$ cat config.mk
export PLATFORM = sky130hd
export DESIGN_NAME = spi_master
export DESIGN_NICKNAME = d
export VERILOG_FILES = /design/src/stepper_pkg.sv /design/src/spi_master.sv
export SDC_FILE = /design/constraint.sdc
export NUM_CORES = 1
export LEC_CHECK = 0
export BUFFER_PORTS_ARGS = -buffer_cell sky130_fd_sc_hd__buf_2
export CAP_MARGIN = 15
export CELL_PAD_IN_SITES_DETAIL_PLACEMENT = 0
export CELL_PAD_IN_SITES_GLOBAL_PLACEMENT = 2
export CORE_UTILIZATION = 31
export CTS_BUF_LIST = sky130_fd_sc_hd__clkbuf_8
export DETAILED_ROUTE_END_ITERATION = 10
export GPL_TIMING_DRIVEN = 0
export PLACE_DENSITY = 0.86
export SLEW_MARGIN = 10
export SYNTH_ARGS = -nofsm -noshare
export SYNTH_HDL_FRONTEND = slang
export SYNTH_SLANG_ARGS = --single-unit
$ cat constraint.sdc
create_clock -name clk_25mhz -period 4.36 [get_ports clk_25mhz]
set_input_delay 0.872 -clock clk_25mhz [delete_from_list [all_inputs] [get_ports clk_25mhz]]
set_output_delay 0.872 -clock clk_25mhz [all_outputs]
set_load 0.05 [all_outputs]
$ cat src/stepper_pkg.sv
/*
  Shared definitions for the stepper controller SPI control path.
  Holds the memory map, the SPI and RAM sizes and the packed structs
  that carry the CPU bus and the SPI command and result between blocks.
*/

package stepper_pkg;

  // memory map, byte addresses
  localparam logic [31:0] ram_base     = 32'h0000_1000;
  localparam logic [31:0] ram_limit    = 32'h0000_2000;
  localparam logic [31:0] reg_tx_upper = 32'h1000_0000;
  localparam logic [31:0] reg_tx_lower = 32'h1000_0004;
  localparam logic [31:0] reg_rx_upper = 32'h1000_0008;
  localparam logic [31:0] reg_rx_lower = 32'h1000_000c;
  localparam logic [31:0] reg_config   = 32'h1000_0010;
  localparam logic [31:0] reg_status   = 32'h1000_0014;

  localparam int ram_words  = 1024;
  localparam int ram_addr_w = $clog2(ram_words);

  // spi framing
  localparam int spi_bits        = 40;
  localparam int spi_half_period = 8;
  localparam int spi_div_w       = $clog2(spi_half_period);
  localparam int spi_cnt_w       = $clog2(spi_bits + 1);
  localparam int cs_count        = 12;

  typedef struct packed {
    logic        valid;
    logic [31:0] addr;
    logic [31:0] wdata;
    logic [3:0]  wstrb;
  } bus_req_t;

  typedef struct packed {
    logic        ready;
    logic [31:0] rdata;
  } bus_rsp_t;

  // one-hot target of the access in flight
  typedef struct packed {
    logic ram;
    logic tx_upper;
    logic tx_lower;
    logic rx_upper;
    logic rx_lower;
    logic cfg;
    logic status;
    logic none;
  } bus_sel_t;

  typedef struct packed {
    logic                start;
    logic [3:0]          cs_sel;
    logic [spi_bits-1:0] tx_data;
  } spi_cmd_t;

  typedef struct packed {
    logic                busy;
    logic                done;
    logic [spi_bits-1:0] rx_data;
  } spi_result_t;

endpackage

$ cat src/spi_master.sv
/*
  40-bit SPI master, mode 3, MSB first.
  A start while idle latches the word and chip select, then SCK runs at
  spi_half_period clocks per half period. MOSI changes on falling edges,
  MISO is sampled on rising edges, and done pulses when cs_n returns high.
*/

`timescale 1ns/1ns

module spi_master import stepper_pkg::*; (
  input  logic                clk_25mhz,
  input  logic                reset,
  input  spi_cmd_t            spi_cmd,
  output spi_result_t         spi_res,
  input  logic                miso,
  output logic                sck,
  output logic                mosi,
  output logic [cs_count-1:0] cs_n
);

  logic                 busy;
  logic                 done;
  logic [3:0]           cs_q;
  logic [spi_div_w-1:0] div_cnt;
  logic [spi_cnt_w-1:0] rise_cnt;
  logic [spi_bits-1:0]  tx_shift;
  logic [spi_bits-1:0]  rx_shift;
  logic                 tick;

  // end of one sck half period
  assign tick = busy && (div_cnt == spi_half_period - 1);

  always_ff @(posedge clk_25mhz) begin
    if (reset) begin
      busy     <= 1'b0;
      done     <= 1'b0;
      cs_q     <= '0;
      div_cnt  <= '0;
      rise_cnt <= '0;
      sck      <= 1'b1;
      mosi     <= 1'b0;
    end else begin
      done <= 1'b0;
      if (!busy) begin
        if (spi_cmd.start) begin
          busy     <= 1'b1;
          cs_q     <= spi_cmd.cs_sel;
          div_cnt  <= '0;
          rise_cnt <= '0;
          mosi     <= spi_cmd.tx_data[spi_bits-1];
        end
      end else begin
        if (tick) begin
          div_cnt <= '0;
        end else begin
          div_cnt <= div_cnt + 1'b1;
        end
        if (tick) begin
          if (rise_cnt == spi_bits) begin
            // trailing half period done, release the chip select
            busy <= 1'b0;
            done <= 1'b1;
            mosi <= 1'b0;
          end else if (sck) begin
            sck <= 1'b0;
            // first falling edge keeps bit 39 on the line
            if (rise_cnt != 0) begin
              mosi <= tx_shift[spi_bits-2];
            end
          end else begin
            sck      <= 1'b1;
            rise_cnt <= rise_cnt + 1'b1;
          end
        end
      end
    end
  end

  // shift registers carry payload only
  always_ff @(posedge clk_25mhz) begin
    if (!busy && spi_cmd.start) begin
      tx_shift <= spi_cmd.tx_data;
    end else if (tick && sck && rise_cnt != 0 && rise_cnt != spi_bits) begin
      tx_shift <= {tx_shift[spi_bits-2:0], 1'b0};
    end
    if (tick && !sck && rise_cnt != spi_bits) begin
      rx_shift <= {rx_shift[spi_bits-2:0], miso};
    end
  end

  // out-of-range numbers run the transfer with no device selected
  always_comb begin
    cs_n = '1;
    if (busy && cs_q < cs_count) begin
      cs_n[cs_q] = 1'b0;
    end
  end

  assign spi_res.busy    = busy;
  assign spi_res.done    = done;
  assign spi_res.rx_data = rx_shift;

endmodule

### Yosys cells after proc, flatten, opt, wreduce, memory -nomap -nowiden

Cells that the tools add are included.

| word-level totals | value |
|---|---|
| register bits after elaboration | 96 |
| input bits | 48 |
| output and inout port bits | 56 |
| logic and storage cells | 70 |

| cells by class | value |
|---|---|
| add/sub/neg operators | 2 |
| $lt $le $gt $ge | 3 |
| equality and inequality tests | 8 |
| multiplexer cells | 25 |
| bitwise gates (word level) | 4 |
| reduce and logical (&&, ||, !) cells | 19 |

Operators with widths:

| kind | count |
|---|---|
| 39-bit two-way mux | 2 |
| 6-bit two-way mux | 5 |
| 1-bit two-way mux | 13 |
| 12-bit two-way mux | 1 |
| 12-bit NOT | 1 |
| 1-bit logical AND | 9 |
| 3-bit two-way mux | 3 |
| 4-bit AND reduction | 2 |
| 6-bit by 1-bit adder with 6-bit output (second input constant) | 1 |
| 6-bit == test (second input constant) | 1 |
| 6-bit inequality test (second input constant) | 1 |
| 6-bit nonzero test | 1 |
| 4-bit by 5-bit less-than comparator with 1-bit output (second input constant) | 1 |
| 1-bit demux with 4-bit select | 1 |
| 4-bit by 1-bit >= comparator with 1-bit output (second input constant) | 1 |
| 4-bit less-than comparator (second input constant) | 1 |
| 2-bit inequality test (second input constant) | 2 |
| 2-bit nonzero test | 2 |
| 3-bit by 1-bit adder with 3-bit output (second input constant) | 1 |
| 3-bit == test (second input constant) | 1 |
| 3-bit by 1-bit inequality test with 1-bit output (second input constant) | 1 |
| 3-bit by 2-bit inequality test with 1-bit output (second input constant) | 1 |
| 1-bit NOT | 3 |
| 3-bit AND reduction | 1 |
| 4 further kinds | 5 |

### Logic depth before layout (Yosys ltp)

| depth | value |
|---|---|
| depth after elaboration | 7 |
| mapped depth | 8 |
| depth with buffers taken out | 7 |

### Worst setup path before layout

Ideal clock, no wire load.

| timing | value |
|---|---|
| path type | register -> register |
| start point | reg rise_cnt[0] |
| end point | reg tx_shift[0] (enable) |
| setup time | 0.489 ns |
| arrival | 3.707 ns |
| required time | 3.871 ns |
| slack | 0.164 ns |
| stages on the path, launching flop included | 7 |
| path buffers | 1 |
| clock period less this slack | 4.196 ns |
| cells stage by stage | dfxtp_1 > inv_1 > ha_1 > or3b_1 > buf_6 > a21oi_1 > o21ai_0 |

| on the way | value |
|---|---|
| word-level cells in the longest chain between the ends | 4 |
| elaborated cells on any way between the ends | 5 |
| those cells by class | eq/ne: 1; reduce/logical: 4 |

Ends and longest elaborated chain:

| item | line | text |
|---|---|---|
| start, declared | spi_master.sv:25 | `logic [spi_cnt_w-1:0] rise_cnt;` |
| start signal, assigned | spi_master.sv:72 | `rise_cnt <= rise_cnt + 1'b1;` |
| 6-bit nonzero test | spi_master.sv:83 | `end else if (tick && sck && rise_cnt != 0 && rise_cnt != spi_bits) begin` |
| 1-bit logical AND | spi_master.sv:83 |  |
| 1-bit logical AND (*) | spi_master.sv:83 |  |
| 2-bit nonzero test (no line) (*) | - |  |
| end signal, assigned | spi_master.sv:82 | `tx_shift <= spi_cmd.tx_data;` |
| end signal, assigned | spi_master.sv:84 | `tx_shift <= {tx_shift[spi_bits-2:0], 1'b0};` |
| end, declared | spi_master.sv:26 | `logic [spi_bits-1:0] tx_shift;` |

Mark *: on every way between the ends. The rest lies on a longest branch, timed or not.
A chain may end at the register's enable or synchronous reset.

### Worst setup path after layout

| timing | value |
|---|---|
| start point | reg busy |
| end point | out cs_n[7] |

| on the way | value |
|---|---|
| word-level cells in the longest chain between the ends | 2 |

Ends and longest elaborated chain:

| item | line | text |
|---|---|---|
| start, declared | spi_master.sv:21 | `logic busy;` |
| start signal, assigned | spi_master.sv:35 | `busy <= 1'b0;` |
| start signal, assigned | spi_master.sv:46 | `busy <= 1'b1;` |
| start signal, assigned | spi_master.sv:61 | `busy <= 1'b0;` |
| 1-bit logical AND | spi_master.sv:94 | `if (busy && cs_q < cs_count) begin` |
| 12-bit two-way mux | spi_master.sv:94 |  |
| end, declared | spi_master.sv:18 | `output logic [cs_count-1:0] cs_n` |

Every way passes these cells.

==> summary.txt <==
Floorplan
  • DIE AREA: 0.0128 sq mm
  • Core footprint: 0.0121 sq mm
  • Row cnt: 40
  • Die outline width: 113 microns
  • Initial Utilization: 0.318
  • Die Height: 113 microns
  • IO Count: 104

Global route
  • Grt ovf: 0
  • Largest net degree at the start of global routing: 44
  • Vias in the first global route: 2611
  • Initial antenna violation count: 0
  • GRT Overall Usage: 0.137
  • Global-route wire length before repair: 13400 microns

Power
  • Power Density: 364 mW/mm^2
  • Psw: 0.000408 W
  • Comb power frac: 0.079
  • Max VDD drop: 0.261 mV
  • P_leak: 1.94 nW
  • Net Sw Frac: 0.234
  • P_int: 0.00134 W
  • Clk pwr share: 0.327
  • Sequential power share: 0.594

Route
  • Drt pass-1 iters: 4
  • # DRC: 0
  • Final wirelength: 8280 microns
  • Antenna-violating nets left: 0
  • Via-to-Cell Ratio: 4.46
  • DR vias: 2754
  • Initial drt markers: 191
  • WL per Instance: 13.4 microns

Yosys
  • Seq/Total Area, Yosys: 0.706
  • Synth unique cells: 36
  • FF+latch count, synth: 96
  • Mapped Avg Cell Area: 11.6 sq um
  • Post-Syn Nets: 382
  • Synth Instances: 330
  • Mapped cell area: 0.00384 sq mm
  • Synth warn: 0

Outcome
  • Status: complete, no violations

Final layout
  • Fill count: 1205
  • Post-route insts no fill: 617
  • Commonest non-fill, non-tap cell in the layout: nand2_1
  • Final net count: 496
  • Commonest cells after routing, fill and taps aside: 140 x nand2_1, 104 x buf_2, 79 x edfxtp_1
  • Share of cells above drive strength 1: 0.292
  • Area growth, synth to finish: 24.6%
  • Antenna diodes: 0

STA
  • Hold Vio Cnt, Final: 0
  • Transition time at the pin with the least slew margin: 0.872 ns
  • Fin worst setup slack: 1.62 ns
  • Final setup TNS: 0 ns
  • Setup-failing EPs final: 0
  • Final min period: 2.74 ns
  • Post-route clock period utilization: 0.628
  • Slew Limit Headroom: 0.418
  • Slew Limit Fails: 0
  • Max frequency: 365 MHz
  • Clk_skew: 0.00912 ns
  • RSZ-0062 raised after global routing: no

Worst setup path
  • CP Data Arrival Time: 1.86 ns
  • Worst setup SP type: flip-flop
  • Crit Path Max Fanout: 10
  • Slowest-stage cell, CP: nor3b_1
  • Worst path cell trace: clkbuf_8, inv_1, nor3b_1, nand3_1, buf_2
  • Critical path required time: 3.49 ns
  • Crit Path Class: flip-flop to output port
  • CP endpoint kind: output port
  • Slowest stage delay, CP: 0.46 ns

Clocking
  • H-Tree Depth: 3
  • CTS sink cnt: 96
  • CTS clk-pin slew, worst paths: 0.09 ns
  • CTS tree: done
  • Root Buffer Master: clkbuf_8
  • Resize count post-CTS: 0
  • Clk buf depth: 2
  • CTS Hold Bufs: 0
  • Post-CTS Setup Bufs: 0
  • Clock Latency Late Sink: 0.37 ns
  • Num CTS Buffers: 9

Placed design
  • Port bufs: 102
  • DP Cell Count: 601
  • Pre-CTS setup slack: 1.74 ns
  • RD Place Congestion: 0.740
  • Detailed Place HPWL: 5740 microns

Run
  • Max_cap viols: 0

Min path
  • Hold Crit Class: flip-flop to flip-flop
Yosys cell counts:
master / n / area, sq um
o32a_1: 2 / 20.0
o21ai_0: 3 / 15.0
a41oi_1: 1 / 8.76
nor4_1: 1 / 6.26
inv_1: 8 / 30.0
a311oi_1: 6 / 52.6
nand2b_4: 1 / 13.8
o211ai_1: 1 / 7.51
nand3_1: 7 / 35.0
and3b_2: 1 / 10.0
o21ai_1: 2 / 10.0
o21ai_4: 1 / 16.3
nor3_1: 2 / 10.0
nand4b_1: 1 / 8.76
buf_6: 1 / 11.3
or3b_1: 1 / 8.76
a21oi_1: 11 / 55.1
o31ai_1: 1 / 7.51
a311oi_2: 1 / 15.0
buf_2: 2 / 10.0
a31o_2: 1 / 8.76
edfxtp_1: 79 / 2370
and2_1: 1 / 6.26
a31oi_1: 1 / 6.26
buf_4: 2 / 15.0
mux2_1: 1 / 11.3
nor2_1: 10 / 37.5
nand3b_1: 1 / 7.51
ha_1: 4 / 50.1
nor2b_1: 4 / 25.0
nand2_1: 140 / 526
nor3b_1: 1 / 7.51
or2_2: 1 / 6.26
dfxtp_1: 17 / 340
clkbuf_8: 2 / 27.5
clkbuf_1: 11 / 41.3
final timing paths:
kind | startpoint | end | slack (ns) | cells past startpoint
setup reg to reg | div_cnt[0] | rise_cnt[2] | 2.03 | 8
setup / recovery | busy | cs_n[7] | 1.62 | 5
hold reg to reg | rx_shift[32] | rx_shift[33] | 0.45 | 0
hold / removal | rx_shift[32] | rx_shift[33] | 0.45 | 0
cell type report:
class | instances | area [sq um] | share of cell area
plain buffers | 18 | 105 | 0.0220
clock inverters | 7 | 62.6 | 0.0131
well taps | 168 | 210 | 0.0439
repair buffers | 103 | 538 | 0.112
clock buffers | 9 | 124 | 0.0259
flip-flops and latches | 96 | 2710 | 0.567
inverters | 8 | 30.0 | 0.00627
multi-input cells | 208 | 1000 | 0.210
power groups by stage:
stage,Combinational (W),Clock (W),Sequential [W]
2_1_floorplan,0.0000835,0,0.00106
4_1_cts,0.000140,0.000597,0.00104
6_report,0.000138,0.000571,0.00104
5_1_grt,0.000157,0.000629,0.00104
3_3_place_gp,0.000133,0,0.00106
3_5_place_dp,0.000140,0,0.00106
kinds of logic (layout without fill, tap and decap cells):
| group | after synthesis | count (layout) | share of synthesized area |
|---|---|---|---|
| simple gates | 172 | 172 | 0.184 |
| fa+ha+maj | 4 | 4 | 0.0130 |
| flops | 96 | 96 | 0.706 |
| mux | 1 | 1 | 0.00293 |
| compound gates | 31 | 31 | 0.0580 |
| buf+inv | 26 | 145 | 0.0352 |
flip-flops by register name, summed over array words and instances (netlist names):
name	cells
rise_cnt	6
div_cnt	3
rx_shift	40
tx_shift	39
busy	1
cs_q	4
sck	1
done	1
mosi	1
critical path, delay by kind of cell, from the launching register on:
kind	cells	cell delay, ns
simple gates	2	0.59
flops	1	0.37
buf+inv	3	0.53
layer usage:
layer	track usage	vias up	wire [microns]
li1	-	1356	-
met1	0.175	1303	3840
met2	0.212	88	3840
met3	0.0520	7	534
met4	0.0447	0	74
met5	0	-	0
per-stage QoR:
stage | hold slack [ns] | area [sq um] | total power (W) | utilization
after global placement | 0.425 | 4560 | 0.00119 | 0.378
final | 0.447 | 4790 | 0.00174 | 0.397
after CTS | 0.449 | 4790 | 0.00177 | 0.397
after detailed placement | 0.428 | 4600 | 0.00120 | 0.381
after global routing | 0.462 | 4790 | 0.00183 | 0.397
after floorplan | 0.459 | 3840 | 0.00114 | -
Note: power is estimated with default switching activity, not from simulation.
