[src/stepper_pkg.sv]
/*
  Shared definitions for the stepper controller SPI control path.
  Holds the memory map, the SPI and RAM sizes and the packed structs
  that carry the CPU bus and the SPI command and result between blocks.
*/

package stepper_pkg;

  // memory map, byte addresses
  localparam logic [31:0] ram_base     = 32'h0000_1000;
  localparam logic [31:0] ram_limit    = 32'h0000_2000;
  localparam logic [31:0] reg_tx_upper = 32'h1000_0000;
  localparam logic [31:0] reg_tx_lower = 32'h1000_0004;
  localparam logic [31:0] reg_rx_upper = 32'h1000_0008;
  localparam logic [31:0] reg_rx_lower = 32'h1000_000c;
  localparam logic [31:0] reg_config   = 32'h1000_0010;
  localparam logic [31:0] reg_status   = 32'h1000_0014;

  localparam int ram_words  = 1024;
  localparam int ram_addr_w = $clog2(ram_words);

  // spi framing
  localparam int spi_bits        = 40;
  localparam int spi_half_period = 8;
  localparam int spi_div_w       = $clog2(spi_half_period);
  localparam int spi_cnt_w       = $clog2(spi_bits + 1);
  localparam int cs_count        = 12;

  typedef struct packed {
    logic        valid;
    logic [31:0] addr;
    logic [31:0] wdata;
    logic [3:0]  wstrb;
  } bus_req_t;

  typedef struct packed {
    logic        ready;
    logic [31:0] rdata;
  } bus_rsp_t;

  // one-hot target of the access in flight
  typedef struct packed {
    logic ram;
    logic tx_upper;
    logic tx_lower;
    logic rx_upper;
    logic rx_lower;
    logic cfg;
    logic status;
    logic none;
  } bus_sel_t;

  typedef struct packed {
    logic                start;
    logic [3:0]          cs_sel;
    logic [spi_bits-1:0] tx_data;
  } spi_cmd_t;

  typedef struct packed {
    logic                busy;
    logic                done;
    logic [spi_bits-1:0] rx_data;
  } spi_result_t;

endpackage

[src/bus_fabric.sv]
/*
  Memory map decoder for the CPU bus.
  Accepts one request at a time, registers a one-hot select for the
  addressed block, then answers with a single ready cycle and the
  read word of that block. Unmapped accesses get ready with zero data.
*/

`timescale 1ns/1ns

module bus_fabric import stepper_pkg::*; (
  input  logic     clk_25mhz,
  input  logic     reset,
  input  bus_req_t bus_req,
  output bus_rsp_t bus_rsp,
  output bus_sel_t sel,
  input  logic [31:0] ram_rdata,
  input  logic [31:0] reg_rdata,
  output logic     unmapped
);

  typedef enum logic [1:0] {
    st_idle,
    st_select,
    st_respond
  } fabric_state_t;

  fabric_state_t state;
  bus_sel_t      decode;
  bus_sel_t      rsp_sel;
  logic          ready_q;

  // address compare against the package map
  always_comb begin
    decode = '0;
    if (bus_req.addr >= ram_base && bus_req.addr < ram_limit) begin
      decode.ram = 1'b1;
    end else begin
      case (bus_req.addr)
        reg_tx_upper: decode.tx_upper = 1'b1;
        reg_tx_lower: decode.tx_lower = 1'b1;
        reg_rx_upper: decode.rx_upper = 1'b1;
        reg_rx_lower: decode.rx_lower = 1'b1;
        reg_config:   decode.cfg      = 1'b1;
        reg_status:   decode.status   = 1'b1;
        default:      decode.none     = 1'b1;
      endcase
    end
  end

  always_ff @(posedge clk_25mhz) begin
    if (reset) begin
      state    <= st_idle;
      sel      <= '0;
      rsp_sel  <= '0;
      ready_q  <= 1'b0;
      unmapped <= 1'b0;
    end else begin
      sel     <= '0;
      rsp_sel <= sel;
      ready_q <= (state == st_select);
      case (state)
        st_idle: begin
          if (bus_req.valid) begin
            sel      <= decode;
            unmapped <= decode.none;
            state    <= st_select;
          end
        end
        st_select:  state <= st_respond;
        // valid is still the old request here, skip it
        st_respond: state <= st_idle;
        default:    state <= st_idle;
      endcase
    end
  end

  always_comb begin
    bus_rsp.ready = ready_q;
    bus_rsp.rdata = '0;
    if (rsp_sel.ram) begin
      bus_rsp.rdata = ram_rdata;
    end else if (rsp_sel != '0 && !rsp_sel.none) begin
      bus_rsp.rdata = reg_rdata;
    end
  end

endmodule

[config.mk]
export PLATFORM = sky130hd
export DESIGN_NAME = bus_fabric
export DESIGN_NICKNAME = d
export VERILOG_FILES = /design/src/stepper_pkg.sv /design/src/bus_fabric.sv
export SDC_FILE = /design/constraint.sdc
export NUM_CORES = 1
export LEC_CHECK = 0
export ABC_AREA = 1
export BUFFER_PORTS_ARGS = -buffer_cell sky130_fd_sc_hd__buf_2
export CAP_MARGIN = 0
export CORE_MARGIN = 4
export CORE_UTILIZATION = 36
export CTS_CLUSTER_DIAMETER = 40
export CTS_CLUSTER_SIZE = 40
export DETAILED_ROUTE_END_ITERATION = 16
export PLACE_DENSITY = 0.94
export SYNTH_ARGS = -nofsm -noshare
export SYNTH_HDL_FRONTEND = slang
export SYNTH_SLANG_ARGS = --single-unit
[constraint.sdc]
create_clock -name clk_25mhz -period 3.64 [get_ports clk_25mhz]
set_clock_uncertainty 0.1 [all_clocks]
set_input_delay 0.364 -clock clk_25mhz [delete_from_list [all_inputs] [get_ports clk_25mhz]]
set_output_delay 0.364 -clock clk_25mhz [all_outputs]
set_load 0.01 [all_outputs]
# Yosys cells after proc, flatten, opt, wreduce, memory -nomap -nowiden
# Cells that the tools add are included.
# W data, S select, Z words.
# totals
ff_bits	20
latchBits	0
ram_bits	0
mem_bits_ro	0
out_inout_bits	42
mem_count	0
# classes
addsub	0
multipliers	0
div	0
n_lt_le_gt_ge	2
eq_ne	8
shifts	0
n_mux	13
bitwise	2
n_reduce_logical	9
# ops
cell	n
$eq A32 B29 Y1 const B	6
$mux W32	2
$ge A32 B13 Y1 const B	1
$lt A32 B14 Y1 const B	1
$mux W1	9
$reduce_bool A8 Y1	1
$reduce_or A6 Y1	1
$pmux W2 S2	1
$reduce_or A4 Y1	1
$reduce_or A3 Y1	1
$eq A2 B1 Y1 const B	1
$logic_and A1 B1 Y1	2
$logic_not A2 Y1	1
$mux W2	1
$ne A2 B2 Y1 const B	1
$not A1 Y1	2
$reduce_and A2 Y1	1
$logic_not A1 Y1	1

# Logic depth before layout (Yosys ltp)
# Gate-level depths: netlist (run 1).
# depth
word_depth	4
depth_mapped	9
ltp_nobuf	9

# Worst setup path before layout (run 1)
# Ideal clock, no wire load.
# synth_timing
path_kind	reg2out
startpoint	register rsp_sel[7] in the netlist's numbering
endpoint	output bus_rsp[0] in the netlist's numbering
arrival_time_ps	1069
path_slack_ps	2107
stages_incl_launch_ff	6
n_path_buf	2
path_cell_list	dfxtp_1 > buf_6 > nor4_4 > a21o_4 > buf_6 > o21ai_2
# synth_lines
element	line_no	source
start: declaration	bus_fabric.sv:29	bus_sel_t rsp_sel;
start signal: assignment	bus_fabric.sv:59	rsp_sel <= sel;
end: declaration	bus_fabric.sv:14	output bus_rsp_t bus_rsp,

==> impl_metrics.csv, run 1 <==
group,metric,value,unit
routing,drt.antenna.violating_nets,0,
clocking,cts_root_buf,"clkbuf_8",
power_and_ir_drop,power_density,214,nW/um^2
routing,vias,1872,
synth,synthFlopType,"dfxtp_1",
setup_path,crit_path_max_fanout,33,
clocking,clk_pin_slew,70,ps
routing,first_iter_violations,31,
timing,worst_pin_slew,850,ps
clocking,cts_buffers,3,
layout,seq_area,400,sq um
setup_path,path_class,"reg2out",
synth,ys_warn_count,0,
layout,fill_cells,381,
layout,final_layout_size_suffix_gt1_frac,0.508,
clocking,ctsResizeCount,0,
synth,synth_top_area_frac,0.270,
layout,instances_no_fill,414,
synth,synth_edf_count,0,
synth,synth.avg_cell_area,6.42,sq um
synth,synth_commonest_cells,"85 x nand2_1, 37 x nor2_1, 30 x o21ai_2",
layout,area_delta_synth_final,50.1,%
clocking,clockBufferDepth,2,
setup_path,crit_path_start_kind,"flip-flop",
timing,tns,0,ps
synth,async_reset_ff_frac,0,
floorplanning,pin_count,177,
floorplanning,coreArea,4000,sq um
layout,multiInputGateArea,926,sq um
power_and_ir_drop,power_leakage,1.27,nW
clocking,insertion_delay,250,ps
timing,period_share,0.669,
clocking,htree_levels,1,
timing,drv_slew,0,
synth,synth.most_common_cell,"nand2_1",
placement,dp_slack,1470,ps
routing,dr.pass1.iters,4,
placement,placed_cells,410,
timing,worst_slack,1200,ps
run_status,status,"complete, no violations",
clocking,clock-sinks,20,
placement,portBuffers,140,
timing,setup_viol,0,
synth,synth_nets,366,
routing,drcViolationCount,0,
setup_path,crit_required,3180,ps
routing,wl,4.41,mm
power_and_ir_drop,p_total,476,uW
floorplanning,die-area,5210,sq um
floorplanning,initial_core_util,0.371,
placement,dp_hpwl,3.74,mm
routing,viasPerCell,4.52,
floorplanning,placement_rows,23,
synth,ys_top_cells_by_area,"dfxtp_1 27%, nand2_1 22%, o21ai_2 18%, nor2_1 9.4%, inv_1 4.8%",
clocking,cts_tree,"yes",
synth,syn_area,1480,sq um
floorplanning,fp.dieW,72.2,um
routing,wire_per_inst,10.6,um
timing,relSlewSlack,0.433,
global_routing,grt-ovfl-total,0,
synth,synth-seq-cells,20,
power_and_ir_drop,peakVddDrop,0.137,mV
synth,ys_types,23,
timing,hold_violations,0,
timing,period_minus_slack,2440,ps
setup_path,cp.arrival,1970,ps
synth,seq_area_frac_synth,0.270,
floorplanning,die_h,72.2,um
placement,post_dp_cell_area,2170,sq um
synth,synth_top_area_cell,"dfxtp_1",
global_routing,grt_pass1_vias,1659,
job,drv_cap,0,
layout,fin_area,2230,sq um
hold_path,min_path_type,"reg2reg",
global_routing,antenna_found_initial,0,
placement,globalplace.congestion,0.797,
global_routing,grt_pass1_wl,6.69,mm
layout,n_antenna_cell,0,
clocking,cts_setup_buffers,0,
timing,grt_setup_unrepaired,"no",
global_routing,grt_max_degree,34,
timing,fmax,0.410,GHz
layout,nets,500,
clocking,holdBufCountCts,0,
setup_path,end_kind,"output pin",
global_routing,grt_usage,0.159,
synth,syn_inst,231,
logic make-up (layout without fill, tap and decap cells):
family / count (synthesis) / in the layout / share of synthesized area
simple gates: 143 / 143 / 0.412
compound gates: 36 / 36 / 0.212
buf+inv: 32 / 165 / 0.106
flops: 20 / 20 / 0.270
sequential cells by signal (all words and copies together), names as in the netlist:
register	cells
unmapped	1
ready_q	1
rsp_sel	8
sel	8
state	2
final timing paths:
check        cells past startpoint       start          end  slack [ps]
min reg2reg                      2      sel[3]   rsp_sel[3]         320
max                              5  rsp_sel[7]  bus_rsp[23]        1200
max reg2reg                      7    state[0]     unmapped        2500
min                              2      sel[3]   rsp_sel[3]         320
stage by stage:
step                hold WS, ps   util
global route                327  0.557
global placement            306  0.543
floorplan                   323      -
finish                      317  0.557
detailed placement          306  0.543
CTS                         309  0.557
metal layers:
metal | part of all wire | vias to the layer above | global-route usage | wire length (um)
met4 | 0.034 | 0 | 0.0919 | 149
met5 | 0 | - | 0 | 0
met2 | 0.51 | 96 | 0.314 | 2240
met1 | 0.34 | 778 | 0.141 | 1480
li1 | - | 986 | - | -
met3 | 0.12 | 12 | 0.0402 | 533
cell type report:
type | instances | share of cell area
tap | 50 | 0.0281
sequential | 20 | 0.180
multi-input combinational | 179 | 0.416
timing repair buffer | 141 | 0.318
clock buffer | 4 | 0.0247
inverter | 20 | 0.0337
layout by cell type (no fill, tap or decap), types with 3 or more instances in the layout:
| cell | n |
|---|---|
| dfxtp_1 | 20 |
| inv_1 | 19 |
| clkbuf_8 | 4 |
| nand2_1 | 85 |
| buf_2 | 140 |
| nand3_2 | 3 |
| nor3_1 | 8 |
| nor2_1 | 37 |
| o21ai_2 | 30 |
report_power, final:
group          internal [mW]  leakage (nW)  switching [mW]  total (mW)
logic                 0.0496          1.08          0.0392      0.0888
registers              0.223         0.162         0.00191       0.225
clock network         0.0961        0.0288          0.0665       0.163
total                  0.368          1.27           0.108       0.476
worst max-delay path, stage by stage, from the launching register on:
cell,delay (ps)
dfxtp_1,340
buf_4,240
inv_1,660
nand2_1,160
o21ai_2,170
buf_2,150
Note: power is estimated with default switching activity, not from simulation.
==> run 2: changes to the inputs <==
Settings changed: ABC_AREA 1 to 0, CORE_UTILIZATION 36 to 24, PLACE_DENSITY 0.94 to 0.82.
Clock period 3.64 ns to 2 ns, I/O delays scaled along.
==> impl_metrics.csv, run 2 <==
group,metric,value,unit
run_status,status,"finished with violations",
run_status,violations,"setup timing",
synth,synth_nets,249,
timing,drv_slew,0,
setup_path,cp.arrival,1780,ps
synth,synth_commonest_cells,"32 x a22o_1, 20 x dfxtp_1, 9 x nor2b_1, 9 x nor4_1",
placement,dp_hpwl,3.41,mm
setup_path,cpMaxStageDelayCell,"or4_4",
layout,fill_cells,402,
clocking,clk_pin_slew,60,ps
setup_path,cpMostUsedCell,"nor3_2",
layout,area_delta_synth_final,77.5,%
synth,synth_top_area_cell,"dfxtp_1",
timing,hold_violations,0,
setup_path,r2r_slack,320,ps
synth,syn_area,1040,sq um
power_and_ir_drop,power_density,421,nW/um^2
timing,setup_viol,32,
setup_path,crit_family,"simple AND/OR/NAND/NOR gates",
clocking,clockBufferDepth,2,
power_and_ir_drop,switching_share,0.201,
synth,synthFlopType,"dfxtp_1",
clocking,cts_buffers,3,
clocking,cts_root_buf,"clkbuf_8",
floorplanning,fp.dieW,73.7,um
layout,n_antenna_cell,0,
power_and_ir_drop,pwr-share-seq,0.527,
setup_path,crit_path_start_kind,"flip-flop",
layout,final_util,0.450,
global_routing,grt-ovfl-total,0,
layout,final_common_cell,"buf_2",
job,drv_cap,0,
routing,wire_per_inst,12.8,um
synth,synth_edf_count,0,
power_and_ir_drop,power_leakage,1.02,nW
routing,drcViolationCount,0,
timing,period_share,1.04,
synth,synth_top_area_frac,0.386,
floorplanning,coreArea,4090,sq um
floorplanning,pin_count,177,
setup_path,crit_chain,"or4_4, nor3_2, nor3_2, buf_12, a22o_1, buf_2",
synth,synth.most_common_cell,"a22o_1",
hold_path,holdPathStages,2,
timing,worst_slack,-80.0,ps
power_and_ir_drop,power.share.clock,0.307,
setup_path,crit_required,1700,ps
global_routing,antenna_found_initial,0,
synth,ys_warn_count,0,
timing,tns,-1300,ps
layout,seq_area,400,sq um
routing,wl,3.83,mm
global_routing,grt_pass1_wl,5.24,mm
setup_path,cpPeakStageDelay,520,ps
floorplanning,die-area,5430,sq um
timing,relSlewSlack,0.788,
placement,globalplace.congestion,0.835,
layout,nets,386,
layout,instances_no_fill,299,
routing,dr.pass1.iters,4,
floorplanning,initial_core_util,0.254,
clocking,htree_levels,1,
hold_path,holdPathEnd,"sel[1]",
floorplanning,placement_rows,23,
setup_path,critPathBufInv,2,
placement,portBuffers,140,
clocking,cts_tree,"yes",
setup_path,reg2reg_depth,4,
setup_path,r2r-end,"sel[5]",
timing,grt_setup_unrepaired,"yes",
power_and_ir_drop,peakVddDrop,0.281,mV
power_and_ir_drop,p_int,619,uW
synth,async_reset_ff_frac,0,
timing,period_minus_slack,2080,ps
placement,placed_cells,296,
hold_path,min_path_type,"in2reg",
synth,synth-seq-cells,20,
clocking,cts_setup_buffers,0,
setup_path,crit_path_max_fanout,32,
power_and_ir_drop,combPwrFrac,0.166,
routing,drt.antenna.violating_nets,0,
layout,reg_top3,"rsp_sel x8, sel x8, state x2",
routing,first_iter_violations,23,
synth,seq_area_frac_synth,0.386,
hold_path,min_from,"bus_req[39]",
setup_path,end_kind,"output pin",
synth,syn_inst,114,
setup_path,r2r-start,"state[0]",
global_routing,grt_max_degree,33,
global_routing,grt_pass1_vias,1236,
routing,vias,1400,
timing,fmax,0.481,GHz
synth,synth.avg_cell_area,9.09,sq um
clocking,insertion_delay,240,ps
setup_path,path_class,"reg2out",
timing,worst_pin_slew,315,ps
floorplanning,die_h,73.7,um
placement,post_dp_cell_area,1780,sq um
power_and_ir_drop,p_sw,156,uW
routing,viasPerCell,4.68,
clocking,holdBufCountCts,0,
synth,ys_top_cells_by_area,"dfxtp_1 39%, a22o_1 27%, nor2b_1 5.4%, nor4_1 5.4%, clkbuf_1 2.9%",
clocking,clock-sinks,20,
layout,final_layout_size_suffix_gt1_frac,0.606,
layout,multiInputGateArea,593,sq um
synth,ys_types,23,
global_routing,grt_usage,0.122,
layout,final_cell_mix,"139 x buf_2, 32 x a22o_1, 20 x dfxtp_1",
layout,fin_area,1840,sq um
run 2: cell types whose count changed after synthesis, moves of 4 or more:
cell / previous run / this run
nand2_1: 85 / 3
a22o_1: 0 / 32
o21ai_2: 30 / 0
nor2_1: 37 / 8
inv_1: 19 / 2
nor2b_1: 0 / 9
nor4_1: 1 / 9
clkbuf_1: 4 / 8
run 2: kinds of logic after synthesis:
logic type             after synthesis  share of synthesized area
and+or+nand+nor                     47                      0.272
AOI/OAI and AO/OA                   35                      0.287
DFF                                 20                      0.386
buffers and inverters               12                     0.0544
run 2: worst max path at each step:
stage,from,endpoint,slack [ps],cells past startpoint
after floorplan,rsp_sel[2],bus_rsp[0],270,5
after global placement,rsp_sel[2],bus_rsp[6],120,6
after detailed placement,rsp_sel[2],bus_rsp[8],110,6
after CTS,rsp_sel[2],bus_rsp[8],-100,6
after global routing,rsp_sel[2],bus_rsp[8],-140,6
final,rsp_sel[2],bus_rsp[8],-80,6
run 2: final cells by class:
type	count	share of cell area
clock buffer	3	0.0224
inverter	2	0.00408
multi-input combinational	82	0.322
tap	50	0.0340
timing repair buffer	142	0.399
sequential	20	0.218
run 2: power by group through the flow:
stage | combinational (mW) | clock [mW] | sequential [mW]
6_report | 0.128 | 0.238 | 0.409
5_1_grt | 0.143 | 0.268 | 0.410
4_1_cts | 0.130 | 0.248 | 0.409
3_5_place_dp | 0.129 | 0 | 0.418
3_3_place_gp | 0.127 | 0 | 0.417
2_1_floorplan | 0.0238 | 0 | 0.418
run 2: per-layer routing:
metal / GRT usage / routed length [um] / part of all wire / vias up
li1: - / - / - / 704
met1: 0.117 / 1310 / 0.34 / 593
met2: 0.245 / 1940 / 0.51 / 97
met3: 0.0260 / 536 / 0.14 / 6
met4: 0.0443 / 41 / 0.011 / 0
met5: 0 / 0 / 0 / -
run 2: repair_timing:
item | in CTS | in global routing
pin swaps | 0 | 0
endpoints found under the setup margin | 32 | 32
gates cloned | 0 | 0
endpoints found under the hold margin | 0 | 0
resized for setup | 2 | 1
run 2: stage by stage:
| step | hold slack [ps] | total power [mW] | setup slack (ps) |
|---|---|---|---|
| floorplan | 172 | 0.442 | 271 |
| global placement | 338 | 0.544 | 118 |
| detailed placement | 346 | 0.547 | 109 |
| CTS | 81.9 | 0.786 | -98.5 |
| global route | 104 | 0.821 | -142 |
| finish | 86.4 | 0.775 | -80.0 |
