File: config.mk
export PLATFORM = sky130hd
export DESIGN_NAME = spi_regs
export DESIGN_NICKNAME = d
export VERILOG_FILES = /design/src/stepper_pkg.sv /design/src/spi_regs.sv
export SDC_FILE = /design/constraint.sdc
export NUM_CORES = 1
export LEC_CHECK = 0
export BUFFER_PORTS_ARGS = -buffer_cell sky130_fd_sc_hd__buf_2
export CAP_MARGIN = 20
export CELL_PAD_IN_SITES_DETAIL_PLACEMENT = 0
export CELL_PAD_IN_SITES_GLOBAL_PLACEMENT = 1
export CORE_MARGIN = 1
export CORE_UTILIZATION = 39
export DETAILED_ROUTE_END_ITERATION = 12
export PLACE_DENSITY = 0.81
export SLEW_MARGIN = 10
export SYNTH_ARGS = -nofsm -noshare
export SYNTH_HDL_FRONTEND = slang
export SYNTH_SLANG_ARGS = --single-unit
File: constraint.sdc
create_clock -name clk_25mhz -period 2.2 [get_ports clk_25mhz]
set_clock_uncertainty 0.05 [all_clocks]
set_input_delay 0.44 -clock clk_25mhz [delete_from_list [all_inputs] [get_ports clk_25mhz]]
set_output_delay 0.44 -clock clk_25mhz [all_outputs]
set_load 0.02 [all_outputs]
File: src/stepper_pkg.sv
/*
  Shared definitions for the stepper controller SPI control path.
  Holds the memory map, the SPI and RAM sizes and the packed structs
  that carry the CPU bus and the SPI command and result between blocks.
*/

package stepper_pkg;

  // memory map, byte addresses
  localparam logic [31:0] ram_base     = 32'h0000_1000;
  localparam logic [31:0] ram_limit    = 32'h0000_2000;
  localparam logic [31:0] reg_tx_upper = 32'h1000_0000;
  localparam logic [31:0] reg_tx_lower = 32'h1000_0004;
  localparam logic [31:0] reg_rx_upper = 32'h1000_0008;
  localparam logic [31:0] reg_rx_lower = 32'h1000_000c;
  localparam logic [31:0] reg_config   = 32'h1000_0010;
  localparam logic [31:0] reg_status   = 32'h1000_0014;

  localparam int ram_words  = 1024;
  localparam int ram_addr_w = $clog2(ram_words);

  // spi framing
  localparam int spi_bits        = 40;
  localparam int spi_half_period = 8;
  localparam int spi_div_w       = $clog2(spi_half_period);
  localparam int spi_cnt_w       = $clog2(spi_bits + 1);
  localparam int cs_count        = 12;

  typedef struct packed {
    logic        valid;
    logic [31:0] addr;
    logic [31:0] wdata;
    logic [3:0]  wstrb;
  } bus_req_t;

  typedef struct packed {
    logic        ready;
    logic [31:0] rdata;
  } bus_rsp_t;

  // one-hot target of the access in flight
  typedef struct packed {
    logic ram;
    logic tx_upper;
    logic tx_lower;
    logic rx_upper;
    logic rx_lower;
    logic cfg;
    logic status;
    logic none;
  } bus_sel_t;

  typedef struct packed {
    logic                start;
    logic [3:0]          cs_sel;
    logic [spi_bits-1:0] tx_data;
  } spi_cmd_t;

  typedef struct packed {
    logic                busy;
    logic                done;
    logic [spi_bits-1:0] rx_data;
  } spi_result_t;

endpackage

File: src/spi_regs.sv
/*
  SPI register block on the CPU bus.
  Stores the outgoing 40-bit word and the chip-select number, issues a
  one-cycle start on a config write with bit 0 set, and captures the
  received word when the SPI master reports done.
*/

`timescale 1ns/1ns

module spi_regs import stepper_pkg::*; (
  input  logic        clk_25mhz,
  input  logic        reset,
  input  bus_sel_t    sel,
  input  bus_req_t    req,
  output logic [31:0] rdata,
  output spi_cmd_t    spi_cmd,
  input  spi_result_t spi_res
);

  logic [31:0] tx_upper;
  logic [31:0] tx_lower;
  logic [3:0]  cs_sel;
  logic        start;
  logic [7:0]  rx_upper;
  logic [31:0] rx_lower;
  logic        write_en;
  logic [31:0] read_word;

  // registers take the whole word on any strobe
  assign write_en = |req.wstrb;

  always_ff @(posedge clk_25mhz) begin
    if (reset) begin
      tx_upper <= '0;
      tx_lower <= '0;
      cs_sel   <= '0;
      start    <= 1'b0;
      rx_upper <= '0;
      rx_lower <= '0;
    end else begin
      start <= 1'b0;
      if (write_en) begin
        if (sel.tx_upper) begin
          tx_upper <= req.wdata;
        end
        if (sel.tx_lower) begin
          tx_lower <= req.wdata;
        end
        if (sel.cfg) begin
          cs_sel <= req.wdata[4:1];
          start  <= req.wdata[0];
        end
      end
      if (spi_res.done) begin
        rx_upper <= spi_res.rx_data[spi_bits-1:32];
        rx_lower <= spi_res.rx_data[31:0];
      end
    end
  end

  always_comb begin
    read_word = '0;
    if (sel.tx_upper) begin
      read_word = tx_upper;
    end
    if (sel.tx_lower) begin
      read_word = tx_lower;
    end
    if (sel.rx_upper) begin
      read_word = {24'b0, rx_upper};
    end
    if (sel.rx_lower) begin
      read_word = rx_lower;
    end
    // start bit is a strobe and reads back as zero
    if (sel.cfg) begin
      read_word = {27'b0, cs_sel, 1'b0};
    end
    // bit 0 set while a transfer runs
    if (sel.status) begin
      read_word = {31'b0, spi_res.busy};
    end
  end

  always_ff @(posedge clk_25mhz) begin
    rdata <= read_word;
  end

  assign spi_cmd.start   = start;
  assign spi_cmd.cs_sel  = cs_sel;
  assign spi_cmd.tx_data = {tx_upper[7:0], tx_lower};

endmodule

== Yosys cells after proc, flatten, opt, wreduce, memory -nomap -nowiden ==
Index checks and enable logic that the tools add are counted.

* Mux-type cells: 6
* Bitwise operators: 2
* Reduce and logical (&&, ||, !) cells: 6

{| class="wikitable"
|+ Operator list
! kind !! count
|-
| two-way mux 32 bit || 4
|-
| AND reduction 2 bit || 3
|-
| two-way mux 5 bit || 1
|-
| OR reduction 4 bit || 1
|-
| OR reduction 3 bit || 1
|-
| inverter 1 bit || 2
|-
| OR reduction 2 bit || 1
|-
| two-way mux 1 bit || 1
|}

* Register bits after elaboration: 141
* Bits of input ports: 121
* Output and inout bits: 77
* Word-level logic and storage cells: 23

== Depth between registers and ports, before layout ==
Gate-level depths: netlist of run 1.

* Depth in word-level cells: 6
* Depth in mapped cells: 5
* Depth with buffers taken out: 3

== Least setup slack after synthesis of run 1 ==
OpenSTA, ideal clock, no wires.

* Path kind: input-to-reg
* Start: input port sel[3] (netlist name)
* End: register rdata[0]
* Library setup time: 117 ps
* Arrival time: 1332 ps
* Required time: 2033 ps
* Setup slack: 701 ps
* Stages on the path: 5
* Buffers on the path: 2
* Cell sequence: buf_2 > clkbuf_1 > a211oi_1 > o21ai_0 > a32o_1

* Longest elaborated chain between the ends: 3

{| class="wikitable"
|+ Ends and longest elaborated chain
! what !! RTL line !! RTL
|-
| start: declaration || spi_regs.sv:13 || <nowiki>input bus_sel_t sel,</nowiki>
|-
| two-way mux 32 bit || spi_regs.sv:72 || <nowiki>if (sel.rx_lower) begin</nowiki>
|-
| two-way mux 5 bit || spi_regs.sv:76 || <nowiki>if (sel.cfg) begin</nowiki>
|-
| two-way mux 1 bit || spi_regs.sv:80 || <nowiki>if (sel.status) begin</nowiki>
|-
| via read_word[0] || spi_regs.sv:27 || <nowiki>logic [31:0] read_word;</nowiki>
|-
| end signal: assignment || spi_regs.sv:86 || <nowiki>rdata <= read_word;</nowiki>
|-
| end: declaration || spi_regs.sv:15 || <nowiki>output logic [31:0] rdata,</nowiki>
|}

The timed path passes the listed nets, and every way through them passes these cells.
A chain may end at the register's enable or synchronous reset.

== Worst setup path in the final report of run 1 ==
* Start: input port req[1] (netlist name)
* End: register tx_lower[26]

* Longest elaborated chain between the ends: 2

{| class="wikitable"
|+ Ends and longest elaborated chain
! what !! RTL line !! RTL
|-
| start: declaration || spi_regs.sv:14 || <nowiki>input bus_req_t req,</nowiki>
|-
| OR reduction 4 bit || spi_regs.sv:30 || <nowiki>assign write_en = |req.wstrb;</nowiki>
|-
| AND reduction 2 bit (no source line) || -- ||
|-
| end signal: assignment || spi_regs.sv:47 || <nowiki>tx_lower <= req.wdata;</nowiki>
|-
| end: declaration || spi_regs.sv:21 || <nowiki>logic [31:0] tx_lower;</nowiki>
|}

Every way passes these cells.

==> results of run 1 <==
[flip-flops by register name (all words and copies together), names as in the netlist]
signal	cells
rdata	32
tx_upper	32
start	1
rx_upper	8
rx_lower	32
cs_sel	4
tx_lower	32
[per-stage QoR]
step           hold WS, ns  utilization [%]  power, W  instance area (sq um)  std cells
2_1_floorplan        0.386                -   0.00327                   5570        595
3_3_place_gp         0.395             46.4   0.00351                   6440        892
3_5_place_dp         0.405             46.4   0.00353                   6440        892
4_1_cts              0.189             50.1   0.00607                   6960        919
5_1_grt              0.206             50.1   0.00625                   6960        919
6_report             0.210             50.1   0.00601                   6960        919
[how the worst max path moves through the flow]
stage | from | to | slack (ns) | cells past startpoint
finish | req[1] | tx_lower[26]$_SDFFE_PP0P_ | 0.72 | 4
global route | sel[5] | tx_lower[26]$_SDFFE_PP0P_ | 0.64 | 4
CTS | tx_upper[6]$_SDFFE_PP0P_ | spi_cmd[38] | 0.71 | 1
detailed placement | req[1] | tx_lower[26]$_SDFFE_PP0P_ | 0.28 | 4
global placement | req[1] | tx_upper[27]$_SDFFE_PP0P_ | 0.31 | 4
floorplan | sel[3] | rdata[0]$_DFF_P_ | 0.70 | 5
[layer usage]
| metal | share of wire [%] | track usage (%) |
|---|---|---|
| met5 | 0 | 0 |
| met4 | 2.0 | 8.72 |
| met3 | 6.2 | 5.78 |
| met2 | 47 | 35.3 |
| met1 | 45 | 26.3 |
[critical path: cells and delay by family]
kind | cells | cell delay, ns
simple gates | 1 | 0.22
compound gates | 2 | 0.90
buf+inv | 1 | 0.16
[kinds of logic after synthesis]
kind of cell | Yosys count | share of synthesized area [%]
multiplexers | 44 | 7.91
buffers and inverters | 61 | 5.96
AND/OR/NAND/NOR | 223 | 16.5
flip-flops | 141 | 50.7
AO/OA/AOI/OAI | 126 | 18.9
[synthesized netlist by cell type (2+ instances only)]
master                     count
sky130_fd_sc_hd__buf_4         9
sky130_fd_sc_hd__o41a_1        2
sky130_fd_sc_hd__inv_1         5
sky130_fd_sc_hd__buf_6         6
sky130_fd_sc_hd__a222oi_1     24
sky130_fd_sc_hd__dfxtp_1     141
sky130_fd_sc_hd__o41ai_4       3
sky130_fd_sc_hd__buf_2        19
sky130_fd_sc_hd__o21a_1        4
sky130_fd_sc_hd__nor2_1       69
sky130_fd_sc_hd__clkbuf_1     21
sky130_fd_sc_hd__a21oi_1      30
sky130_fd_sc_hd__o21ai_0       6
sky130_fd_sc_hd__nand2b_1      3
sky130_fd_sc_hd__a21oi_2      52
sky130_fd_sc_hd__o311ai_0      3
sky130_fd_sc_hd__mux2i_1      44
sky130_fd_sc_hd__nand2_1     138
sky130_fd_sc_hd__or2_2         2
sky130_fd_sc_hd__nand3b_1      7
[power by group through the flow]
stage / Clock, W / Combinational (W) / Sequential (W)
after floorplan: 0 / 0.000396 / 0.00287
after global placement: 0 / 0.000696 / 0.00281
after detailed placement: 0 / 0.000711 / 0.00282
after CTS: 0.00259 / 0.000714 / 0.00277
after global routing: 0.00269 / 0.000772 / 0.00278
final: 0.00253 / 0.000707 / 0.00277
[cells in the final DEF, fill, tap and decap left out, drive strengths merged, types with 3 or more instances in the layout]
cell type / n
a222oi: 24
mux2i: 44
nand2: 138
o21a: 4
a21oi: 82
dfxtp: 141
inv: 5
nand2b: 3
nor2: 69
clkbuf: 25
nand3b: 7
o311ai: 3
o21ai: 6
buf: 173
o41ai: 3
[final cells by class]
type | count | share of cell area, %
clock buffer | 25 | 7.27
timing repair buffer | 173 | 13.8
multi-input combinational | 393 | 34.7
sequential | 141 | 40.6
tap | 180 | 3.24
inverter | 5 | 0.270
clock inverter | 2 | 0.144
==> qor.log, run 1 <==
[timing] total negative slack 0 ns
[clocking] CTS tree yes
[route] detailed-route DRC error count 0
[timing] Final setup violation count 0
[synth] post-synth top area share 50.7%
[global_route] global-route wire length before repair 23.9 mm
[min_path] class of the tightest hold or removal check in2reg
[timing] unrepaired setup endpoints after global routing false
[timing] final worst path period share 67.5%
[layout] fraction of final layout cells with drive strength greater than 1 34.9%
[floorplanning] placeable core region 13900 sq um
[timing] Worst Tran Pin Value 0.794 ns
[clocking] maximum level of the CTS H-tree 4
[timing] normalized max-slew margin 47.1%
[pwr] ratio of total power to cell area 864 nW/um^2
[worst_setup_path] Worst setup EP type flop
[timing] number of endpoints with negative hold slack in the final report 0
[clocking] post-cts repair resize count 0
[route] count of nets left with antenna violations after detail routing 0
[pwr] combinational fraction of design power 11.8%
[synth] Yosys reg bits 141
[pwr] net switching share of the total power 24.8%
[placed_design] IO buf count 162
[worst_setup_path] flop-to-flop setup slack 1.04 ns
[floorplanning] Die Width 121 um
[synth] per-instance average area after synthesis 9.36 sq um
[worst_setup_path] critical path cell sequence buf_2 > o41a_2 > nand2_1 > a21oi_2
[pwr] leakage power 3.06 nW
[layout] area delta synth->final 24.9%
[placed_design] dpl ws 0.277 ns
[clocking] post-CTS repair timing setup buffer count 0
[clocking] clock buffer count from CTS 17
[floorplanning] starting utilization of the core area 40.1%
[job] max-cap viol count 0
[placed_design] dpl hpwl 9.77 mm
[route] mean number of vias per cell 5.13
[worst_setup_path] FF-to-FF path depth 3
[route] routed wire length 15.3 mm
[global_route] antenna violations before repair 0
[synth] share of synthesized area occupied by flip-flops and latches 50.7%
[floorplanning] Die Area 14800 sq um
[worst_setup_path] CP Data Required Time 2.44 ns
[worst_setup_path] largest fanout on the critical path 32
[route] first-iteration detailed-routing DRC count 287
[synth] Synth Instances 595
[synth] post-synth top area cell sky130_fd_sc_hd__dfxtp_1
[timing] Slew Viols, Final 0
[synth] fraction of synthesis flops using an asynchronous set or reset pin 0%
[floorplanning] Cell Rows 43
[floorplanning] num ports 198
[worst_setup_path] arrival time at the worst endpoint 1.73 ns
[global_route] maximum number of pins on one net before global-route repair 41
[synth] Area contributors post-synth sky130_fd_sc_hd__dfxtp_1, sky130_fd_sc_hd__nand2_1, sky130_fd_sc_hd__a21oi_2
[clocking] Clk Tree Root Cell sky130_fd_sc_hd__clkbuf_16
[worst_setup_path] kind of start point of the critical path input port
[global_route] Tot GR Track Use 21.4%
[clocking] buffer levels on the longest clock path 2
[global_route] number of global-route vias before repair 4624
[layout] number of filler instances in the final layout 1344
[min_path] Worst Hold Depth 3
[worst_setup_path] stage delay of the slowest cell on the critical path 0.84 ns
[layout] antenna diode count 0
[clocking] TritonCTS sink count 141
[layout] area used by multi-input combinational logic 2410 sq um
[worst_setup_path] worst reg2reg startpoint tx_lower[0]$_SDFFE_PP0P_
[pwr] Clock Power Share 42.2%
[synth] Post-synth EDFFs 0
[pwr] fraction of power consumed by sequential logic 46.1%
[placed_design] routability cong. 0.802
[layout] sequential cell area 2820 sq um
[synth] post-synthesis instance area 5570 sq um
[clocking] hold bufs inserted after CTS 0
[timing] Fmax achieved 0.673 GHz
[layout] layout net count 852
[synth] Most used DFF post-synth sky130_fd_sc_hd__dfxtp_1
[route] count of TritonRoute iterations in the first routing pass 5
[route] Wirelength per Cell 16.6 um
[synth] Unique masters post-synth 27
[route] vias after detailed routing 4715
[global_route] GRT Residual Overflow 0
[outcome] run status finished, final reports clean
[pwr] switching power 0.00149 W
[pwr] Peak VDD IR 0.000462 V
[worst_setup_path] Slowest cell on crit path sky130_fd_sc_hd__o41a_2
[worst_setup_path] critical register-to-register path endpoint rdata[0]$_DFF_P_
[synth] count of synthesis-stage warnings from yosys 0
[clocking] clock latency on the worst-skew pair 0.42 ns
[min_path] Min-Delay Startpoint spi_res[30]
[floorplanning] die height 121 um
[synth] post-synth net total 716
[worst_setup_path] Setup CP Type in2reg
[timing] fin worst setup slack 0.715 ns
[timing] final critical delay including setup and external delays 1.48 ns
[clocking] Reg clk slew, reported paths 0.06 ns
[pwr] internal portion of total power 0.00451 W
[min_path] WHS Endpoint rx_lower[30]$_SDFFE_PP0P_
No activity file was read; power rests on OpenSTA's default activity.
==> inputs of run 2 (changes only) <==
- CORE_UTILIZATION: 39 -> 36
- PLACE_DENSITY: 0.81 -> 0.76
- clock period: 2.2 -> 1.4 ns (I/O delays scaled with it)
==> qor.log, run 2 (synthesized netlist as in run 1, its figures left out) <==
[min_path] class of the tightest hold or removal check in2reg
[outcome] run status finished, final reports clean
[timing] normalized max-slew margin 36.9% [-10 points]
[placed_design] IO buf count 162 [unchanged]
[route] routed wire length 15.8 mm [+3.6%]
[layout] fraction of final layout cells with drive strength greater than 1 36.5% [+1.6 points]
[clocking] maximum level of the CTS H-tree 4 [unchanged]
[global_route] GR Layer Usage met2 33.8% [-1.5 points]
[worst_setup_path] Worst setup EP type output pin
[global_route] met1 layer usage reported by global route 25.2% [-1.1 points]
[layout] top library cells by usage in the layout, fill and taps aside sky130_fd_sc_hd__buf_2, sky130_fd_sc_hd__dfxtp_1, sky130_fd_sc_hd__nand2_1
[clocking] post-CTS repair timing setup buffer count 0 [unchanged]
[floorplanning] die height 126 um [+4.0%]
[timing] final worst path period share 93.4%
[pwr] internal portion of total power 0.00763 W [+69%]
[floorplanning] starting utilization of the core area 36.8% [-3.3 points]
[clocking] clock latency on the worst-skew pair 0.41 ns [about the same]
[worst_setup_path] Setup CP Type reg2out
[route] count of TritonRoute iterations in the first routing pass 5 [unchanged]
[route] first-iteration detailed-routing DRC count 267 [-7.0%]
[global_route] GRT busiest layer met2
[pwr] combinational fraction of design power 11.5% [-0.3 points]
[floorplanning] Cell Rows 45 [+4.7%]
[worst_setup_path] stage delay of the slowest cell on the critical path 0.38 ns [-0.46 ns]
[layout] Final Util 47.7% [-2.5 points]
[timing] final critical delay including setup and external delays 1.31 ns
[timing] Final setup violation count 0 [unchanged]
[placed_design] dpl hpwl 10.6 mm [+8.3%]
[route] count of nets left with antenna violations after detail routing 0 [unchanged]
[layout] layout net count 867 [+1.8%]
[worst_setup_path] Slowest cell on crit path sky130_fd_sc_hd__dfxtp_1
[floorplanning] placeable core region 15100 sq um [+9.1%]
[route] vias after detailed routing 4807 [+2.0%]
[clocking] TritonCTS sink count 141 [unchanged]
[clocking] buffer levels on the longest clock path 2 [unchanged]
[worst_setup_path] arrival time at the worst endpoint 0.98 ns [-0.75 ns]
[pwr] ratio of total power to cell area 1400 nW/um^2 [+62%]
[global_route] antenna violations before repair 1 [+1]
[clocking] clock buffer count from CTS 17 [unchanged]
[clocking] CTS tree yes
[global_route] GRT Residual Overflow 0 [unchanged]
[layout] most frequent standard cell in the layout excluding fill and tap cells sky130_fd_sc_hd__buf_2
[timing] Fmax achieved 0.765 GHz
[pwr] leakage power 3.18 nW [+4.0%]
[pwr] Peak VDD IR 0.000847 V [+83%]
[pwr] switching power 0.00249 W [+67%]
[clocking] Clk Tree Root Cell sky130_fd_sc_hd__clkbuf_16
[pwr] fraction of power consumed by sequential logic 43.0% [-3.1 points]
[layout] area delta synth->final 29.7%
[layout] final std cells w/o fill 947 [+3.0%]
[worst_setup_path] critical path cell sequence buf_2
[global_route] global-route wire length before repair 24.8 mm [+3.4%]
[floorplanning] num ports 198 [unchanged]
[route] mean number of vias per cell 5.08 [-1.1%]
[clocking] hold bufs inserted after CTS 0 [unchanged]
[route] Wirelength per Cell 16.7 um [+0.54%]
[pwr] Clock Power Share 45.5% [+3.3 points]
[global_route] number of global-route vias before repair 4700 [+1.6%]
[global_route] GRT met3 Usage 5.74% [-0.044 points]
[worst_setup_path] number of buffer and inverter stages on the critical path 1 [unchanged]
[timing] number of endpoints with negative hold slack in the final report 0 [unchanged]
[worst_setup_path] largest fanout on the critical path 3 [-91%]
[worst_setup_path] family with the most delay on the worst path flip-flops
[route] detailed-route DRC error count 0 [unchanged]
[job] max-cap viol count 0 [unchanged]
[clocking] Reg clk slew, reported paths 0.06 ns [about the same]
[global_route] Tot GR Track Use 20.2% [-1.2 points]
[worst_setup_path] CP Data Required Time 1.07 ns [-1.37 ns]
[worst_setup_path] kind of start point of the critical path flop
[timing] unrepaired setup endpoints after global routing false
[timing] Slew Viols, Final 0 [unchanged]
[pwr] final total power 0.0101 W [+68%]
[placed_design] routability cong. 0.761 [-5.0%]
[worst_setup_path] flop-to-flop setup slack 0.22 ns [-0.82 ns]
[placed_design] total placed cells including tap cells 914 [+2.5%]
[floorplanning] Die Width 126 um [+4.0%]
[layout] antenna diode count 0 [unchanged]
[timing] Worst Tran Pin Value 0.943 ns [+0.149 ns]
[floorplanning] Die Area 16000 sq um [+8.2%]
[pwr] net switching share of the total power 24.6% [-0.26 points]
[global_route] maximum number of pins on one net before global-route repair 44 [+7.3%]
## run 2: metal layers
layer  vias up  wire length [um]
met4         2               108
met3        12              1040
met5         -                13
li1       2334                 -
met2       169              7650
met1      2290              7020
## run 2: area by class of cell
type / instances / area, sq um
clock buffer: 22 / 474
clock inverter: 10 / 138
fill: 1471 / 7930
inverter: 5 / 18.8
multi-input combinational: 394 / 2420
sequential: 141 / 2820
tap: 188 / 235
timing repair buffer: 187 / 1100
## run 2: path summary, 6_finish.rpt
kind	startpoint	end	cells after the start
setup / recovery	tx_lower[27]$_SDFFE_PP0P_	spi_cmd[27]	1
hold / removal	spi_res[41]	rdata[0]$_DFF_P_	2
setup reg to reg	tx_lower[0]$_SDFFE_PP0P_	rdata[0]$_DFF_P_	3
hold reg to reg	tx_upper[21]$_SDFFE_PP0P_	tx_upper[21]$_SDFFE_PP0P_	2
## run 2: repair_timing
action | CTS | global route
cloned | 1 | 0
endpoints found under the setup margin | 3 | 1
pin swaps | 1 | 0
resized for setup | 0 | 1
## run 2: power groups by stage
stage	clock (W)	sequential, W	combinational [W]
floorplan	0	0.00451	0.000623
global placement	0	0.00443	0.00114
detailed placement	0	0.00443	0.00116
CTS	0.00470	0.00435	0.00117
global route	0.00488	0.00437	0.00126
finish	0.00461	0.00435	0.00116
## run 2: metrics by stage
step / instance area (sq um) / hold WS, ns / setup WS, ns / setup TNS (ns)
6_report: 7220 / 0.0468 / 0.0927 / 0
5_1_grt: 7220 / 0.0298 / 0.0329 / 0
4_1_cts: 7210 / 0.0296 / 0.0725 / 0
3_5_place_dp: 6590 / 0.400 / -0.470 / -15.43
3_3_place_gp: 6590 / 0.395 / -0.452 / -13.15
2_1_floorplan: 5570 / 0.352 / 0.0610 / 0
==> inputs of run 3 (changes only) <==
- RECOVER_POWER: unset -> 25
==> qor.log, run 3 (synthesized netlist as in run 1, its figures left out) <==
[worst_setup_path] CP Data Required Time 1.07 ns [about the same]
[worst_setup_path] kind of start point of the critical path flop
[layout] top library cells by usage in the layout, fill and taps aside sky130_fd_sc_hd__buf_2, sky130_fd_sc_hd__dfxtp_1, sky130_fd_sc_hd__nand2_1
[floorplanning] starting utilization of the core area 36.8% [unchanged]
[route] routed wire length 15.8 mm [about the same]
[worst_setup_path] stage delay of the slowest cell on the critical path 0.38 ns [about the same]
[worst_setup_path] Slowest cell on crit path sky130_fd_sc_hd__dfxtp_1
[clocking] TritonCTS sink count 141 [unchanged]
[worst_setup_path] arrival time at the worst endpoint 0.98 ns [about the same]
[timing] Slew Viols, Final 0 [unchanged]
[layout] fraction of final layout cells with drive strength greater than 1 36.2% [-0.26 points]
[floorplanning] Cell Rows 45 [unchanged]
[global_route] Tot GR Track Use 20.2% [unchanged]
[route] vias after detailed routing 4827 [+0.42%]
[worst_setup_path] worst reg2reg startpoint tx_lower[0]$_SDFFE_PP0P_
[placed_design] dpl ws -0.470 ns [unchanged]
[clocking] Reg clk slew, reported paths 0.06 ns [about the same]
[worst_setup_path] critical path launch point tx_lower[27]$_SDFFE_PP0P_
[floorplanning] Die Area 16000 sq um [unchanged]
[timing] unrepaired setup endpoints after global routing false
[placed_design] IO buf count 162 [unchanged]
[global_route] GRT Residual Overflow 0 [unchanged]
[route] first-iteration detailed-routing DRC count 273 [+2.2%]
[worst_setup_path] largest fanout on the critical path 3 [unchanged]
[placed_design] routability cong. 0.761 [unchanged]
[floorplanning] Die Width 126 um [unchanged]
[timing] Fmax achieved 0.765 GHz [about the same]
[timing] fin worst setup slack 0.0927 ns [-0.0000318 ns]
[clocking] clock buffer count from CTS 17 [unchanged]
[timing] Worst Tran Pin Value 0.974 ns [+0.0319 ns]
[timing] final critical delay including setup and external delays 1.31 ns [+0.0000318 ns]
[pwr] Peak VDD IR 0.000846 V [-0.14%]
[pwr] ratio of total power to cell area 1400 nW/um^2 [about the same]
[timing] number of endpoints with negative hold slack in the final report 0 [unchanged]
[timing] final worst path period share 93.4% [about the same]
[worst_setup_path] Worst setup EP type output pin
[global_route] global-route wire length before repair 24.8 mm [unchanged]
[route] Wirelength per Cell 16.7 um [about the same]
[route] count of TritonRoute iterations in the first routing pass 6 [+1]
[worst_setup_path] critical path cell sequence buf_2
[clocking] clock latency on the worst-skew pair 0.41 ns [about the same]
[worst_setup_path] number of buffer and inverter stages on the critical path 1 [unchanged]
[clocking] buffer levels on the longest clock path 2 [unchanged]
[clocking] hold bufs inserted after CTS 0 [unchanged]
[timing] normalized max-slew margin 34.8% [-2.1 points]
[timing] Final setup violation count 0 [unchanged]
[layout] area delta synth->final 29.5%
[clocking] post-CTS repair timing setup buffer count 0 [unchanged]
[route] detailed-route DRC error count 0 [unchanged]
[pwr] final total power 0.0101 W [about the same]
[placed_design] dpl hpwl 10.6 mm [unchanged]
[pwr] leakage power 3.17 nW [-0.18%]
[floorplanning] die height 126 um [unchanged]
[min_path] class of the tightest hold or removal check in2reg
[layout] layout net count 867 [unchanged]
[worst_setup_path] family with the most delay on the worst path flip-flops
[layout] antenna diode count 0 [unchanged]
[global_route] antenna violations before repair 1 [unchanged]
[clocking] CTS tree yes
[floorplanning] num ports 198 [unchanged]
[job] max-cap viol count 0 [unchanged]
[clocking] maximum level of the CTS H-tree 4 [unchanged]
[floorplanning] placeable core region 15100 sq um [unchanged]
[global_route] maximum number of pins on one net before global-route repair 44 [unchanged]
[layout] most frequent standard cell in the layout excluding fill and tap cells sky130_fd_sc_hd__buf_2
[min_path] Min-Delay Startpoint spi_res[41]
[worst_setup_path] Setup CP Type reg2out
[global_route] number of global-route vias before repair 4700 [unchanged]
[clocking] Clk Tree Root Cell sky130_fd_sc_hd__clkbuf_16
[route] count of nets left with antenna violations after detail routing 0 [unchanged]
[outcome] run status finished, final reports clean
[route] mean number of vias per cell 5.10 [+0.42%]
-- run 3: cell type report --
cell class | instances | area, sq um
Fill cell | 1473 | 7940
Multi-Input combinational cell | 394 | 2420
Clock inverter | 10 | 138
Inverter | 5 | 18.8
Clock buffer | 22 | 474
Tap cell | 188 | 235
Timing Repair Buffer | 187 | 1100
Sequential cell | 141 | 2820
-- run 3: timing repair --
item | in CTS | in global routing
resized for setup | 0 | 1
cloned | 1 | 0
pin swaps | 1 | 0
setup endpoints to repair | 3 | 1
-- run 3: power breakdown --
part | total, W | switching [W] | internal (W)
logic | 0.00116 | 0.000696 | 0.000459
registers | 0.00435 | 0.000124 | 0.00423
clock network | 0.00460 | 0.00166 | 0.00294
total | 0.0101 | 0.00248 | 0.00762
-- run 3: metal layers --
layer  wire, um  share of wire, %  global-route usage, %  vias up
met5         13             0.082                      0        -
met4        108              0.68                   6.09        2
met3        981               6.2                   5.74       12
met2       7640                48                   33.8      168
met1       7090                45                   25.2     2307
li1           -                 -                      -     2338
-- run 3: final timing paths --
path                            slack [ns]                   endpoint  cells past startpoint
worst max-delay path                  0.09                spi_cmd[27]                      1
worst min-delay path                  0.05           rdata[0]$_DFF_P_                      2
worst max register to register        0.22           rdata[0]$_DFF_P_                      3
worst min register to register        0.42  tx_upper[16]$_SDFFE_PP0P_                      2
-- run 3: stage by stage --
step           setup TNS [ns]  hold slack, ns  instance area [sq um]  utilization, %  std cells
5_1_grt                     0          0.0298                   7210            47.6        947
3_3_place_gp           -13.15           0.395                   6590            43.5        914
3_5_place_dp           -15.43           0.400                   6590            43.5        914
4_1_cts                     0          0.0296                   7210            47.6        947
2_1_floorplan               0           0.352                   5570               -        595
6_report                    0          0.0484                   7210            47.6        947
